[src/hw/mem_macros.svh]
`ifndef MEM_MACROS_SVH
`define MEM_MACROS_SVH

// number of 32-bit words in the sram
`define MEM_WORDS 1024

// cycles from the granting edge to response valid
`define MEM_LATENCY 2

// extra cycles on top of the computed test length
`define TB_TIMEOUT_MARGIN 200

`endif
[src/hw/mem_pkg.sv]
`default_nettype none

`include "mem_macros.svh"

package mem_pkg;

  // byte address as seen on both requester ports
  typedef logic [31:0] addr_t;
  typedef logic [31:0] data_t;
  typedef logic [3:0]  be_t;

  // word index into the sram array
  typedef logic [$clog2(`MEM_WORDS)-1:0] word_idx_t;

  // requester tag, 0 is fetch and 1 is data
  typedef logic owner_t;

  localparam owner_t OWNER_FETCH = 1'b0;
  localparam owner_t OWNER_DATA  = 1'b1;

  // round-robin priority
  typedef enum logic {
    PRIO_FETCH = 1'b0,
    PRIO_DATA  = 1'b1
  } arb_prio_e;

endpackage

`default_nettype wire

[src/hw/mem_arbiter.sv]
`timescale 1ns/1ps
`default_nettype none

`include "mem_macros.svh"

module mem_arbiter (
  input  logic            clk_i,
  input  logic            reset_i,

  // fetch port
  input  logic            instr_req_i,
  input  mem_pkg::addr_t  instr_addr_i,
  output logic            instr_gnt_o,
  output logic            instr_rvalid_o,
  output mem_pkg::data_t  instr_rdata_o,
  output logic            instr_err_o,

  // load/store port
  input  logic            data_req_i,
  input  mem_pkg::addr_t  data_addr_i,
  input  logic            data_we_i,
  input  mem_pkg::be_t    data_be_i,
  input  mem_pkg::data_t  data_wdata_i,
  output logic            data_gnt_o,
  output logic            data_rvalid_o,
  output mem_pkg::data_t  data_rdata_o,
  output logic            data_err_o,

  // toward the sram
  output logic            mem_valid_o,
  output logic            mem_we_o,
  output mem_pkg::be_t    mem_be_o,
  output mem_pkg::addr_t  mem_addr_o,
  output mem_pkg::data_t  mem_wdata_o,
  input  logic            mem_rvalid_i,
  input  mem_pkg::data_t  mem_rdata_i,
  input  logic            mem_err_i
);

  localparam int unsigned LAST = `MEM_LATENCY - 1;

  mem_pkg::arb_prio_e prio_q;
  mem_pkg::arb_prio_e prio_d;

  mem_pkg::owner_t grant_owner;

  // owner tags travel alongside the sram pipeline
  logic            tag_valid_q [`MEM_LATENCY];
  mem_pkg::owner_t tag_owner_q [`MEM_LATENCY];

  mem_pkg::owner_t rsp_owner;
  logic            rsp_live;

  // a lone request wins at once, a tie goes to the priority holder
  assign instr_gnt_o = instr_req_i && (!data_req_i || (prio_q == mem_pkg::PRIO_FETCH));
  assign data_gnt_o  = data_req_i && (!instr_req_i || (prio_q == mem_pkg::PRIO_DATA));

  assign grant_owner = data_gnt_o ? mem_pkg::OWNER_DATA : mem_pkg::OWNER_FETCH;

  // the fetch port only reads, so it gets full lanes and no write
  always_comb begin
    mem_valid_o = instr_gnt_o || data_gnt_o;
    if (data_gnt_o) begin
      mem_we_o    = data_we_i;
      mem_be_o    = data_be_i;
      mem_addr_o  = data_addr_i;
      mem_wdata_o = data_wdata_i;
    end else begin
      mem_we_o    = 1'b0;
      mem_be_o    = 4'hf;
      mem_addr_o  = instr_addr_i;
      mem_wdata_o = '0;
    end
  end

  // the winner hands priority to the other port
  always_comb begin
    prio_d = prio_q;
    if (instr_gnt_o) begin
      prio_d = mem_pkg::PRIO_DATA;
    end else if (data_gnt_o) begin
      prio_d = mem_pkg::PRIO_FETCH;
    end
  end

  always_ff @(posedge clk_i) begin
    if (reset_i) begin
      prio_q <= mem_pkg::PRIO_FETCH;
    end else begin
      prio_q <= prio_d;
    end
  end

  always_ff @(posedge clk_i) begin
    if (reset_i) begin
      for (int i = 0; i < `MEM_LATENCY; i++) begin
        tag_valid_q[i] <= 1'b0;
      end
    end else begin
      tag_valid_q[0] <= mem_valid_o;
      for (int i = 1; i < `MEM_LATENCY; i++) begin
        tag_valid_q[i] <= tag_valid_q[i-1];
      end
    end
  end

  always_ff @(posedge clk_i) begin
    tag_owner_q[0] <= grant_owner;
    for (int i = 1; i < `MEM_LATENCY; i++) begin
      tag_owner_q[i] <= tag_owner_q[i-1];
    end
  end

  // steer the response by the tag leaving the pipe
  assign rsp_owner = tag_owner_q[LAST];
  assign rsp_live  = mem_rvalid_i && tag_valid_q[LAST];

  assign instr_rvalid_o = rsp_live && (rsp_owner == mem_pkg::OWNER_FETCH);
  assign data_rvalid_o  = rsp_live && (rsp_owner == mem_pkg::OWNER_DATA);

  assign instr_rdata_o = instr_rvalid_o ? mem_rdata_i : '0;
  assign data_rdata_o  = data_rvalid_o ? mem_rdata_i : '0;
  assign instr_err_o   = instr_rvalid_o && mem_err_i;
  assign data_err_o    = data_rvalid_o && mem_err_i;

  // one port per cycle into the sram
  a_gnt_onehot: assert property (
    @(posedge clk_i) disable iff (reset_i) !(instr_gnt_o && data_gnt_o)
  );

  // every sram response lines up with a tag pushed at grant time
  a_rsp_tagged: assert property (
    @(posedge clk_i) disable iff (reset_i) mem_rvalid_i |-> tag_valid_q[LAST]
  );

endmodule

`default_nettype wire

[config.mk]
export PLATFORM = sky130hd
export DESIGN_NAME = mem_arbiter
export DESIGN_NICKNAME = d
export VERILOG_FILES = /design/src/hw/mem_pkg.sv /design/src/hw/mem_arbiter.sv
export VERILOG_INCLUDE_DIRS = /design/src /design/src/hw
export SDC_FILE = /design/constraint.sdc
export NUM_CORES = 1
export LEC_CHECK = 0
export BUFFER_PORTS_ARGS = -buffer_cell sky130_fd_sc_hd__buf_2
export CAP_MARGIN = 20
export CORE_AREA = 2 2 107 109
export DETAILED_ROUTE_END_ITERATION = 10
export DIE_AREA = 0 0 109 111
export SLEW_MARGIN = 5
export SYNTH_ARGS = -nofsm -noshare
export SYNTH_HDL_FRONTEND = slang
export SYNTH_SLANG_ARGS = --single-unit
[constraint.sdc]
create_clock -name clk_i -period 1 [get_ports clk_i]
set_clock_uncertainty 0.1 [all_clocks]
set_input_delay 0 -clock clk_i [delete_from_list [all_inputs] [get_ports clk_i]]
set_output_delay 0 -clock clk_i [all_outputs]
set_load 0.05 [all_outputs]
Yosys cells after proc, flatten, opt, wreduce, memory -nomap -nowiden
Memories as Yosys holds them, arrays and structs flattened.
Cells that the tools add are included.

operators by class
  add/subtract/negate cells = 0
  multipliers = 0
  divide/modulo/power cells = 0
  $lt $le $gt $ge = 0
  equal/unequal tests = 0
  shift-type cells = 0
  muxes and demuxes = 14
  bitwise operators = 4
  reductions and logical operators = 13

operators with widths
  cell               number
  $mux 32            4
  $mux 1             9
  $logic_and 1x1->1  7
  $mux 4             1
  $logic_or 1x1->1   3
  $logic_not 1->1    2
  $not 1->1          2
  $or 1x1->1         2
  $reduce_bool 2->1  1

storage, ports and cells
  flip-flop bits (word level) = 1
  bits in latches = 0
  memory bits (writable) = 4
  memory bits (read-only) = 0
  input port bits = 139
  output and inout bits = 140
  memories kept = 2

memory list
  memory       words  width  rd ports  clocked after Yosys merged registers in  write ports  line               RTL
  tag_owner_q  2      1      2         0                                        2            mem_arbiter.sv:49  mem_pkg::owner_t tag_owner_q [`MEM_LATENCY];
  tag_valid_q  2      1      2         0                                        2            mem_arbiter.sv:48  logic tag_valid_q [`MEM_LATENCY];

Logic depth before layout (Yosys ltp)
Gate-level depths: netlist (run 1).

  word-level depth = 5
  gate-level depth with buffers = 6
  depth with buffers taken out = 4

Least setup slack after synthesis (run 1)
OpenSTA, ideal clock, no wires.

  path kind = register to output
  start point = memory tag_owner_q[0][1] (netlist bit)
  end point = output port data_rdata_o[22]
  arrival = 1.414 ns
  path slack = -0.514 ns
  stages on the path, launching flop included = 5
  path buffers = 2
  path through = dfxtp_1 and3_1 clkbuf_1 buf_2 and2_1

RTL lines
  what                line               RTL
  start: declaration  mem_arbiter.sv:49
  end: declaration    mem_arbiter.sv:26  output mem_pkg::data_t data_rdata_o,

Worst setup path after layout (run 1)
  start point = register prio_q
  end point = output port mem_addr_o[31]

on the way
  cells in the longest elaborated chain, start to end = 3

ends and longest elaborated chain
  what                      line               RTL
  start: declaration        mem_arbiter.sv:42  mem_pkg::arb_prio_e prio_q;
  start signal: assignment  mem_arbiter.sv:88  prio_q <= mem_pkg::PRIO_FETCH;
  start signal: assignment  mem_arbiter.sv:90  prio_q <= prio_d;
  $logic_or 1x1->1          mem_arbiter.sv:56  assign data_gnt_o = data_req_i && (!instr_req_i || (prio_q == mem_pkg::PRIO_DATA));
  $logic_and 1x1->1         mem_arbiter.sv:56
  $mux 32                   mem_arbiter.sv:63  if (data_gnt_o) begin
  end: declaration          mem_arbiter.sv:33  output mem_pkg::addr_t mem_addr_o,

No other way between the ends.

==> results of run 1 <==
through the flow:
stage	setup WS (ns)	cells
finish	-0.595	608
global route	-0.646	608
CTS	-0.602	610
detailed placement	-0.410	582
global placement	-0.397	582
floorplan	-0.225	166
worst max path at each step:
stage	startpoint	endpoint	slack, ns	depth (start not counted)
4_1_cts	prio_q	mem_addr_o[31]	-0.60	4
2_1_floorplan	prio_q	mem_addr_o[10]	-0.22	3
3_5_place_dp	prio_q	mem_addr_o[10]	-0.41	4
6_report	prio_q	mem_addr_o[31]	-0.59	4
5_1_grt	prio_q	mem_addr_o[31]	-0.65	4
3_3_place_gp	prio_q	mem_addr_o[0]	-0.40	4
routing by layer:
metal  wire, um  vias to the layer above
li1           -                     1122
met1       3210                     1073
met2       4800                      167
met3        861                        7
met4        109                        0
met5          0                        -
power by group:
group	leakage (uW)	switching (uW)	internal [uW]
clock	0.0000382	125	528
combinational	0.00246	1330	1100
sequential	0.0000426	7.68	217
total	0.00254	1470	1850
what timing repair did:
| action | CTS | global route |
|---|---|---|
| pin swaps | 8 | 5 |
| setup endpoints to repair | 139 | 140 |
| gates cloned | 9 | 1 |
| hold buffers | 1 | 0 |
| gates resized for setup | 342 | 33 |
| hold endpoints to repair | 3 | 0 |
| buffers inserted | 14 | 3 |
critical path, cell delays in order, from the launching register on:
cell,delay [ns]
dfxtp_2,0.33
o21ai_4,0.21
buf_12,0.21
mux2_2,0.36
buf_6,0.15
flip-flops by register name, summed over array words and instances, names as in the netlist:
| signal | cells |
|---|---|
| tag_valid_q | 2 |
| tag_owner_q | 2 |
| prio_q | 1 |
cell type report:
cell class / instances / area share
sequential: 5 / 0.0215
tap: 143 / 0.0370
clock buffer: 4 / 0.0163
timing repair buffer: 309 / 0.625
inverter: 2 / 0.00155
multi-input combinational: 145 / 0.299
Yosys cell counts, drive strengths merged:
cell type  number  area [um2]
inv             2        7.51
nand2b          4        25.0
nor2b           2        12.5
and3            1        6.26
mux2           32         360
clkbuf          5        18.8
or2             1        6.26
nor2            2        7.51
buf             9        82.6
nand2           1        3.75
and2           99         647
o21ai           1        16.3
a211oi          1        7.51
a21oi           1        5.00
dfxtp           5         100
cells by family after synthesis:
group                  after synthesis  share of synthesized area
AOI/OAI and AO/OA                    3                     0.0220
buffers and inverters               16                     0.0833
and+or+nand+nor                    110                      0.542
DFF                                  5                     0.0766
muxes                               32                      0.276
==> impl_results.md, run 1 <==
* Sequential fraction of the synthesis area at 0.0766
* Largest net degree at the start of global routing at 33
* Vias in the first global route at 2491
* Syn_area_per_cell at 7.87 um2
* N_diodes at 0
* Yosys warns at 0
* Peak supply drop at 1.14 mV
* Setup WS post-layout at -0.595 ns
* CP Launch Type: flop
* IO Port Bufs at 278
* Unrepaired setup endpoints after global routing: true
* Distinct cell type count after synthesis at 17
* Starting Density at 0.118
* DRC Markers at 0
* Critical setup path kind: reg -> out
* FMAX at 0.627 GHz
* Leading cell type in the layout, fill and taps excluded: buf_2
* Layout filler cell count at 997
* Avg WL per Cell at 14.8 um
* Synth Cell Area at 1310 um2
* Register area at 104 um2
* Fin util at 0.437
* Initial antenna violation count at 0
* FF-to-FF End: tag_owner_q[0][0]
* Status: complete, but fails checks
* Post-route ant nets at 0
* Core area at 11100 um2
* Hold_sp: data_req_i
* Top Usage Layer GRT: met2
* # IOs at 279
* Setup slack, reg-to-reg at -0.11 ns
* CTS Buf Count at 3
* Layout net count at 605
* Clk root buf: clkbuf_16
* Worst Path Required at 0.90 ns
* Failing checks: negative setup slack
* GRT Util Overall at 0.128
* Final min period at 1.59 ns
* Overall power at 3320 uW
* Worst-skew pair later-pin latency at 0.22 ns
* CTS tree: built
* Tightest Hold Check Type: in -> reg
* Die height at 111 um
* H-Tree Depth at 1
* DIE AREA at 12100 um2
* Arrival time worst endpoint at 1.49 ns
* Tightest Pin Transition at 0.245 ns
* Met2 global-route usage at 0.256
* Hold Fails Final Rpt at 0
* Power per cell area at 686 nW/um2
* Post-synthesis net count at 305
* Placement Cell Area at 3250 um2
* Endpoints failing setup at 140
* Hold path depth at 3
* Post-Syn Instances at 166
* Hold WS at 0.0233 ns
* WHS Endpoint: prio_q
* Fin crit share at 1.59
* Clock Path Buffers at 2
* Initial DRC Count at 111
* R2R Path Start: prio_q
* Share of layout cells above drive strength 1 at 0.974
* Placer Congestion at 0.768
* Fin Setup TNS at -67.37 ns
* Drt total wl at 8.98 mm
* Relative slew slack at 0.835
* Peak fanout along the critical path at 16
* Post-route design area at 4840 um2
* Vias per cell at 3.90
* CP endpoint kind: primary output
* R2r worst-path depth at 4
* Final slew viol count at 0
* Met1 usage at 0.141
* MaxCap Viol Count at 0
* # rows at 39
* TritonCTS Sinks at 5
* First-pass GRT wire length at 12.4 mm
* CTS clock-pin slew for the worst setup and hold paths at 0.03 ns
* Pleak at 0.00254 uW
* GRT overflow at 0
* #FFs+latches synth at 5
* Drt first pass iters at 4
* P&R area growth vs syn at 270%
* Most frequent cells in the layout: buf_2 (139), and2_4 (88), buf_6 (76), buf_8 (71), mux2_4 (30)
* Die width at 109 um
* Routed vias at 2369
* Multi-input logic area at 1440 um2
* Met3 Usage GRT at 0.0200
* HPWL after detailed placement at 6.17 mm
Note: power is estimated with default switching activity, not from simulation.
==> run 2, diff against run 1 <==
--- a/config.mk
+++ b/config.mk
@@ -6,6 +6,7 @@
 export SDC_FILE = /design/constraint.sdc
 export NUM_CORES = 1
 export LEC_CHECK = 0
+export ABC_AREA = 1
 export BUFFER_PORTS_ARGS = -buffer_cell sky130_fd_sc_hd__buf_2
 export CAP_MARGIN = 20
 export CORE_AREA = 2 2 107 109
==> constraint.sdc (replaced) <==
create_clock -name clk_i -period 1.9 [get_ports clk_i]
set_clock_uncertainty 0.1 [all_clocks]
set_input_delay 0 -clock clk_i [delete_from_list [all_inputs] [get_ports clk_i]]
set_output_delay 0 -clock clk_i [all_outputs]
set_load 0.05 [all_outputs]
==> impl_results.md, run 2 <==
* Met1 usage at 0.129
* Top Usage Layer GRT: met2
* Layout filler cell count at 1298
* Distinct cell type count after synthesis at 13
* Fin util at 0.267
* Final slew viol count at 0
* #FFs+latches synth at 5
* Hold Fails Final Rpt at 0
* First-pass GRT wire length at 11.4 mm
* Initial antenna violation count at 0
* CTS Buf Count at 3
* Placer Congestion at 0.769
* Largest regs: tag_owner_q x2, tag_valid_q x2, prio_q x1
* Die height at 111 um
* Clk root buf: clkbuf_16
* Syn_area_per_cell at 4.33 um2
* Most frequent cells in the layout: buf_2 (277), nor2_1 (101), inv_1 (73), nand2_1 (66), nand3_1 (34)
* CTS tree: built
* Peak fanout along the critical path at 60
* Post-synthesis simple-gate area fraction at 0.629
* Layout net count at 717
* DIE AREA at 12100 um2
* Combinational Power Share at 0.679
* # IOs at 279
* Initial DRC Count at 154
* List of most frequent post-synthesis cells: nor2_1 (102), inv_1 (73), nand2_1 (66)
* Routed vias at 2601
* Largest net degree at the start of global routing at 61
* Worst Path Required at 1.80 ns
* HPWL after detailed placement at 6.94 mm
* GRT overflow at 0
* R2r worst-path depth at 6
* GRT Util Overall at 0.121
* IO Port Bufs at 278
* TritonCTS Sinks at 5
* P&R area growth vs syn at 120%
* Peak supply drop at 0.220 mV
* Clock Path Buffers at 2
* Leading cell type in the layout, fill and taps excluded: buf_2
* Cell mode on critical path: nand2_1
* Post-synthesis adder-cell area fraction at 0
* Largest family of logic cells by synthesized area: simple AND/OR/NAND/NOR gates
* Avg WL per Cell at 11.1 um
* MaxCap Viol Count at 0
* Starting Density at 0.121
* Relative slew slack at 0.667
* Endpoints failing setup at 0
* Complex-gate fraction of the synthesized area at 0.00746
* FF-to-FF End: tag_valid_q[0][0]
* Sequential fraction of the synthesis area at 0.0746
* Vias in the first global route at 2263
* FMAX at 0.604 GHz
* Crit-path cells: inv_2 > nand2_4 > nand2_2 > buf_12 > nand2_1 > nand2_1 > buf_2
* Pint at 649 uW
* Met3 Usage GRT at 0.0153
* CP endpoint kind: primary output
* Power per cell area at 485 nW/um2
* P_sw at 785 uW
* Post-route ant nets at 0
* Met2 global-route usage at 0.246
* Top-count cell post-synth: nor2_1
* CTS clock-pin slew for the worst setup and hold paths at 0.03 ns
* CP Launch Type: flop
* Status: completed
* Post-Syn Instances at 310
* Die width at 109 um
* N_diodes at 0
* Switching Fraction at 0.547
* Critical Path End: mem_addr_o[22]
* DRC Markers at 0
* R2R Path Start: prio_q
* Worst setup path start: prio_q
* Vias per cell at 3.61
* # rows at 39
* Fin Setup TNS at 0 ns
* Post_cts resized at 0
* Share of layout cells above drive strength 1 at 0.504
* CP max stage cell: dfxtp_1
* Arrival time worst endpoint at 1.55 ns
* Max incr delay on CP at 0.32 ns
* Pleak at 0.00228 uW
* Worst-skew pair later-pin latency at 0.23 ns
* Unrepaired setup endpoints after global routing: false
* Synth top area cells: nor2_1 (29%), inv_1 (20%), nand2_1 (18%)
* Mux cell area share after synthesis at 0
* H-Tree Depth at 1
* Tightest Pin Transition at 0.499 ns
* Fin crit share at 0.871
* Setup slack, reg-to-reg at 0.64 ns
* Fraction of registers with async set/reset at 0
* Post-synthesis net count at 449
* Synth area leader: nor2_1
* Sequential power share at 0.081
* Critical setup path kind: reg -> out
* Synth Cell Area at 1340 um2
* Yosys warns at 0
* Drt first pass iters at 4
* Clk pwr share at 0.240
* Post-synth EDFFs at 0
* Final min period at 1.65 ns
* Top-area cell type share of the netlist area at 0.285
* Drt total wl at 8.02 mm
* Post-Synth XOR/XNOR Area at 0
* Ys flop type: dfxtp_1
* Tightest Hold Check Type: in -> reg
* Core area at 11100 um2
## run 2: changes by cell type after synthesis, moves of 4 or more
cell / delta
nor2_1: +100
and2_1: -88
inv_1: +73
nand2_1: +65
nand3_1: +34
mux2_2: -32
buf_2: +16
and2_4: -11
buf_6: -5
clkbuf_1: -5
nand2b_1: -4
or2_1: +4
## run 2: cell type report
| type | instances | area (um2) | share of cell area |
|---|---|---|---|
| inverter | 75 | 282 | 0.0953 |
| sequential | 5 | 100 | 0.0339 |
| multi-input combinational | 210 | 856 | 0.290 |
| clock inverter | 1 | 5.00 | 0.00169 |
| tap | 143 | 179 | 0.0605 |
| timing repair buffer | 283 | 1460 | 0.494 |
| clock buffer | 3 | 75.1 | 0.0254 |
## run 2: power groups by stage
| stage | logic, uW | registers, uW | clock network [uW] |
|---|---|---|---|
| after floorplan | 670 | 117 | 0 |
| after global placement | 982 | 118 | 0 |
| after detailed placement | 981 | 118 | 0 |
| after CTS | 985 | 116 | 351 |
| after global routing | 1040 | 116 | 363 |
| final | 973 | 116 | 345 |
## run 2: per-stage QoR
step / power, uW / hold WS (ns) / cells / setup WS [ns] / area (um2)
floorplan: 787 / -0.0288 / 310 / 0.0275 / 1340
finish: 1430 / 0.0131 / 720 / 0.246 / 2960
global placement: 1100 / 0.0835 / 715 / 0.457 / 2870
global route: 1520 / 0.0468 / 720 / 0.125 / 2960
CTS: 1450 / 0.0188 / 720 / 0.217 / 2960
detailed placement: 1100 / 0.0822 / 715 / 0.461 / 2870
## run 2: critical path: cells and delay by family (launching register included)
family	cells	cell delay [ns]
buf+inv	3	0.60
flops	1	0.32
simple gates	4	0.37
## run 2: how the worst min path moves through the flow
stage	from	endpoint	cells past startpoint	slack, ns
floorplan	reset_i	tag_valid_q[0][1]	1	-0.03
global placement	reset_i	tag_valid_q[0][1]	2	0.08
detailed placement	reset_i	tag_valid_q[0][1]	2	0.08
CTS	instr_req_i	prio_q	3	0.02
global route	instr_req_i	prio_q	3	0.05
finish	instr_req_i	prio_q	3	0.01
## run 2: cell families (layout without fill, tap and decap cells)
family / after synthesis / after routing
simple gates: 208 / 208
buf+inv: 95 / 362
flops: 5 / 5
compound gates: 2 / 2
## run 2: layer usage
layer  part of all wire  up-vias
met2               0.53      148
met5                  0        -
li1                   -     1405
met4             0.0055        0
met1               0.37     1043
met3              0.087        5
## run 2: what timing repair did
action | CTS | global route
setup endpoints to repair | 0 | 0
buffers inserted | 0 | 0
hold buffers | 1 | 0
hold endpoints to repair | 3 | 0
==> run 3, diff against run 2 <==
--- a/config.mk
+++ b/config.mk
@@ -9,9 +9,13 @@
 export ABC_AREA = 1
 export BUFFER_PORTS_ARGS = -buffer_cell sky130_fd_sc_hd__buf_2
 export CAP_MARGIN = 20
-export CORE_AREA = 2 2 107 109
+export CELL_PAD_IN_SITES_DETAIL_PLACEMENT = 0
+export CELL_PAD_IN_SITES_GLOBAL_PLACEMENT = 1
+export CORE_AREA = 2 2 108 110
 export DETAILED_ROUTE_END_ITERATION = 10
-export DIE_AREA = 0 0 109 111
+export DIE_AREA = 0 0 110 112
+export PLACE_DENSITY_LB_ADDON = 0.1
+export SETUP_SLACK_MARGIN = 0.5
 export SLEW_MARGIN = 5
 export SYNTH_ARGS = -nofsm -noshare
 export SYNTH_HDL_FRONTEND = slang
==> impl_results.md, run 3 (synthesized netlist as in run 2, its figures left out) <==
* Status: completed
* Fin util at 0.416
* Endpoints failing setup at 0
* TritonCTS Sinks at 5
* MaxCap Viol Count at 0
* DRC Markers at 0
* GRT overflow at 0
* Fin crit share at 0.768
* Drt first pass iters at 4
* Pleak at 0.00263 uW
* N_diodes at 0
* CP endpoint kind: primary output
* Worst Path Required at 1.80 ns
* Placement Cell Area at 3130 um2
* Relative slew slack at 0.791
* HPWL after detailed placement at 6.51 mm
* CTS Buf Count at 3
* Arrival time worst endpoint at 1.36 ns
* Avg WL per Cell at 12.5 um
* CTS tree: built
* Initial DRC Count at 59
* CP Launch Type: flop
* Post-route ant nets at 0
* Initial antenna violation count at 0
* Drt total wl at 9.31 mm
* Post-route design area at 4650 um2
* Tightest Pin Transition at 0.314 ns
* Final slew viol count at 0
* Layout filler cell count at 1118
* Most frequent cells in the layout: buf_2 (150), inv_1 (73), nor2_2 (66), buf_4 (50), buf_6 (49)
* Leading cell type in the layout, fill and taps excluded: buf_2
* GRT Util Overall at 0.128
* Final min period at 1.46 ns
* Layout net count at 739
* Placer Congestion at 0.784
* Tightest Hold Check Type: in -> reg
* P&R area growth vs syn at 246%
* Peak supply drop at 0.201 mV
* # rows at 39
* H-Tree Depth at 1
* Die width at 110 um
* Peak fanout along the critical path at 6
* Vias in the first global route at 2781
* FMAX at 0.685 GHz
* Hold Fails Final Rpt at 0
* Critical setup path kind: reg -> out
* Largest net degree at the start of global routing at 34
* Core area at 11200 um2
* Worst-skew pair later-pin latency at 0.22 ns
* Non-Filler Instances at 742
* Share of layout cells above drive strength 1 at 0.761
* Fin Setup TNS at 0 ns
* Hold WS at 0.0541 ns
* IO Port Bufs at 278
* Starting Density at 0.120
* Clock Path Buffers at 2
* CTS clock-pin slew for the worst setup and hold paths at 0.03 ns
* Unrepaired setup endpoints after global routing: true
* First-pass GRT wire length at 12.6 mm
* # IOs at 279
* Largest regs: tag_owner_q x2, tag_valid_q x2, prio_q x1
* DIE AREA at 12300 um2
* Placed insts at 716
* Die height at 112 um
* Power per cell area at 400 nW/um2
* Clk root buf: clkbuf_16
* Routed vias at 2876
* Vias per cell at 3.88
[run 3: routing by layer]
metal,vias up,global-route usage,routed length (um)
met5,-,0,0
met4,0,0.0203,46
met3,4,0.0281,818
met2,155,0.278,5620
met1,1261,0.114,2820
li1,1456,-,-
[run 3: worst paths after layout]
check	from	end	slack, ns	cells after the start
setup / recovery	prio_q	mem_addr_o[16]	0.44	8
hold / removal	instr_req_i	prio_q	0.05	3
setup reg to reg	prio_q	tag_valid_q[0][0]	0.82	7
hold reg to reg	tag_owner_q[0][0]	tag_owner_q[0][1]	0.22	0
[run 3: final cells by class]
type / count / area, um2 / share of cell area
Inverter: 75 / 294 / 0.0633
Sequential cell: 5 / 104 / 0.0223
Tap cell: 143 / 179 / 0.0385
Timing Repair Buffer: 302 / 2480 / 0.533
Clock buffer: 4 / 78.8 / 0.0170
Timing Repair inverter: 3 / 41.3 / 0.00889
Multi-Input combinational cell: 210 / 1470 / 0.317
[run 3: what timing repair did]
action	4_1_cts	5_1_grt
hold endpoints to repair	3	0
hold buffers	1	0
endpoints found under the setup margin	136	127
setup buffers	7	5
cloned	5	4
gates resized for setup	194	154
pin swaps	1	6
[run 3: where the power goes]
group / switching [uW] / internal (uW) / leakage, uW
Clock: 64.5 / 278 / 0.0000382
Combinational: 865 / 534 / 0.00255
Sequential: 4.56 / 114 / 0.0000426
[run 3: critical path, stage by stage, from the launching register on]
cell and delay [ns]:
dfxtp_2 0.31, inv_2 0.08, nand2_8 0.07, nand2_8 0.10, buf_6 0.15, buf_16 0.13
nand2_1 0.05, nand2_1 0.07, buf_6 0.16
[run 3: through the flow]
stage	power, uW	setup slack (ns)
floorplan	832	0.358
global placement	1140	0.417
detailed placement	1140	0.430
CTS	1720	0.437
global route	1960	0.393
finish	1860	0.441
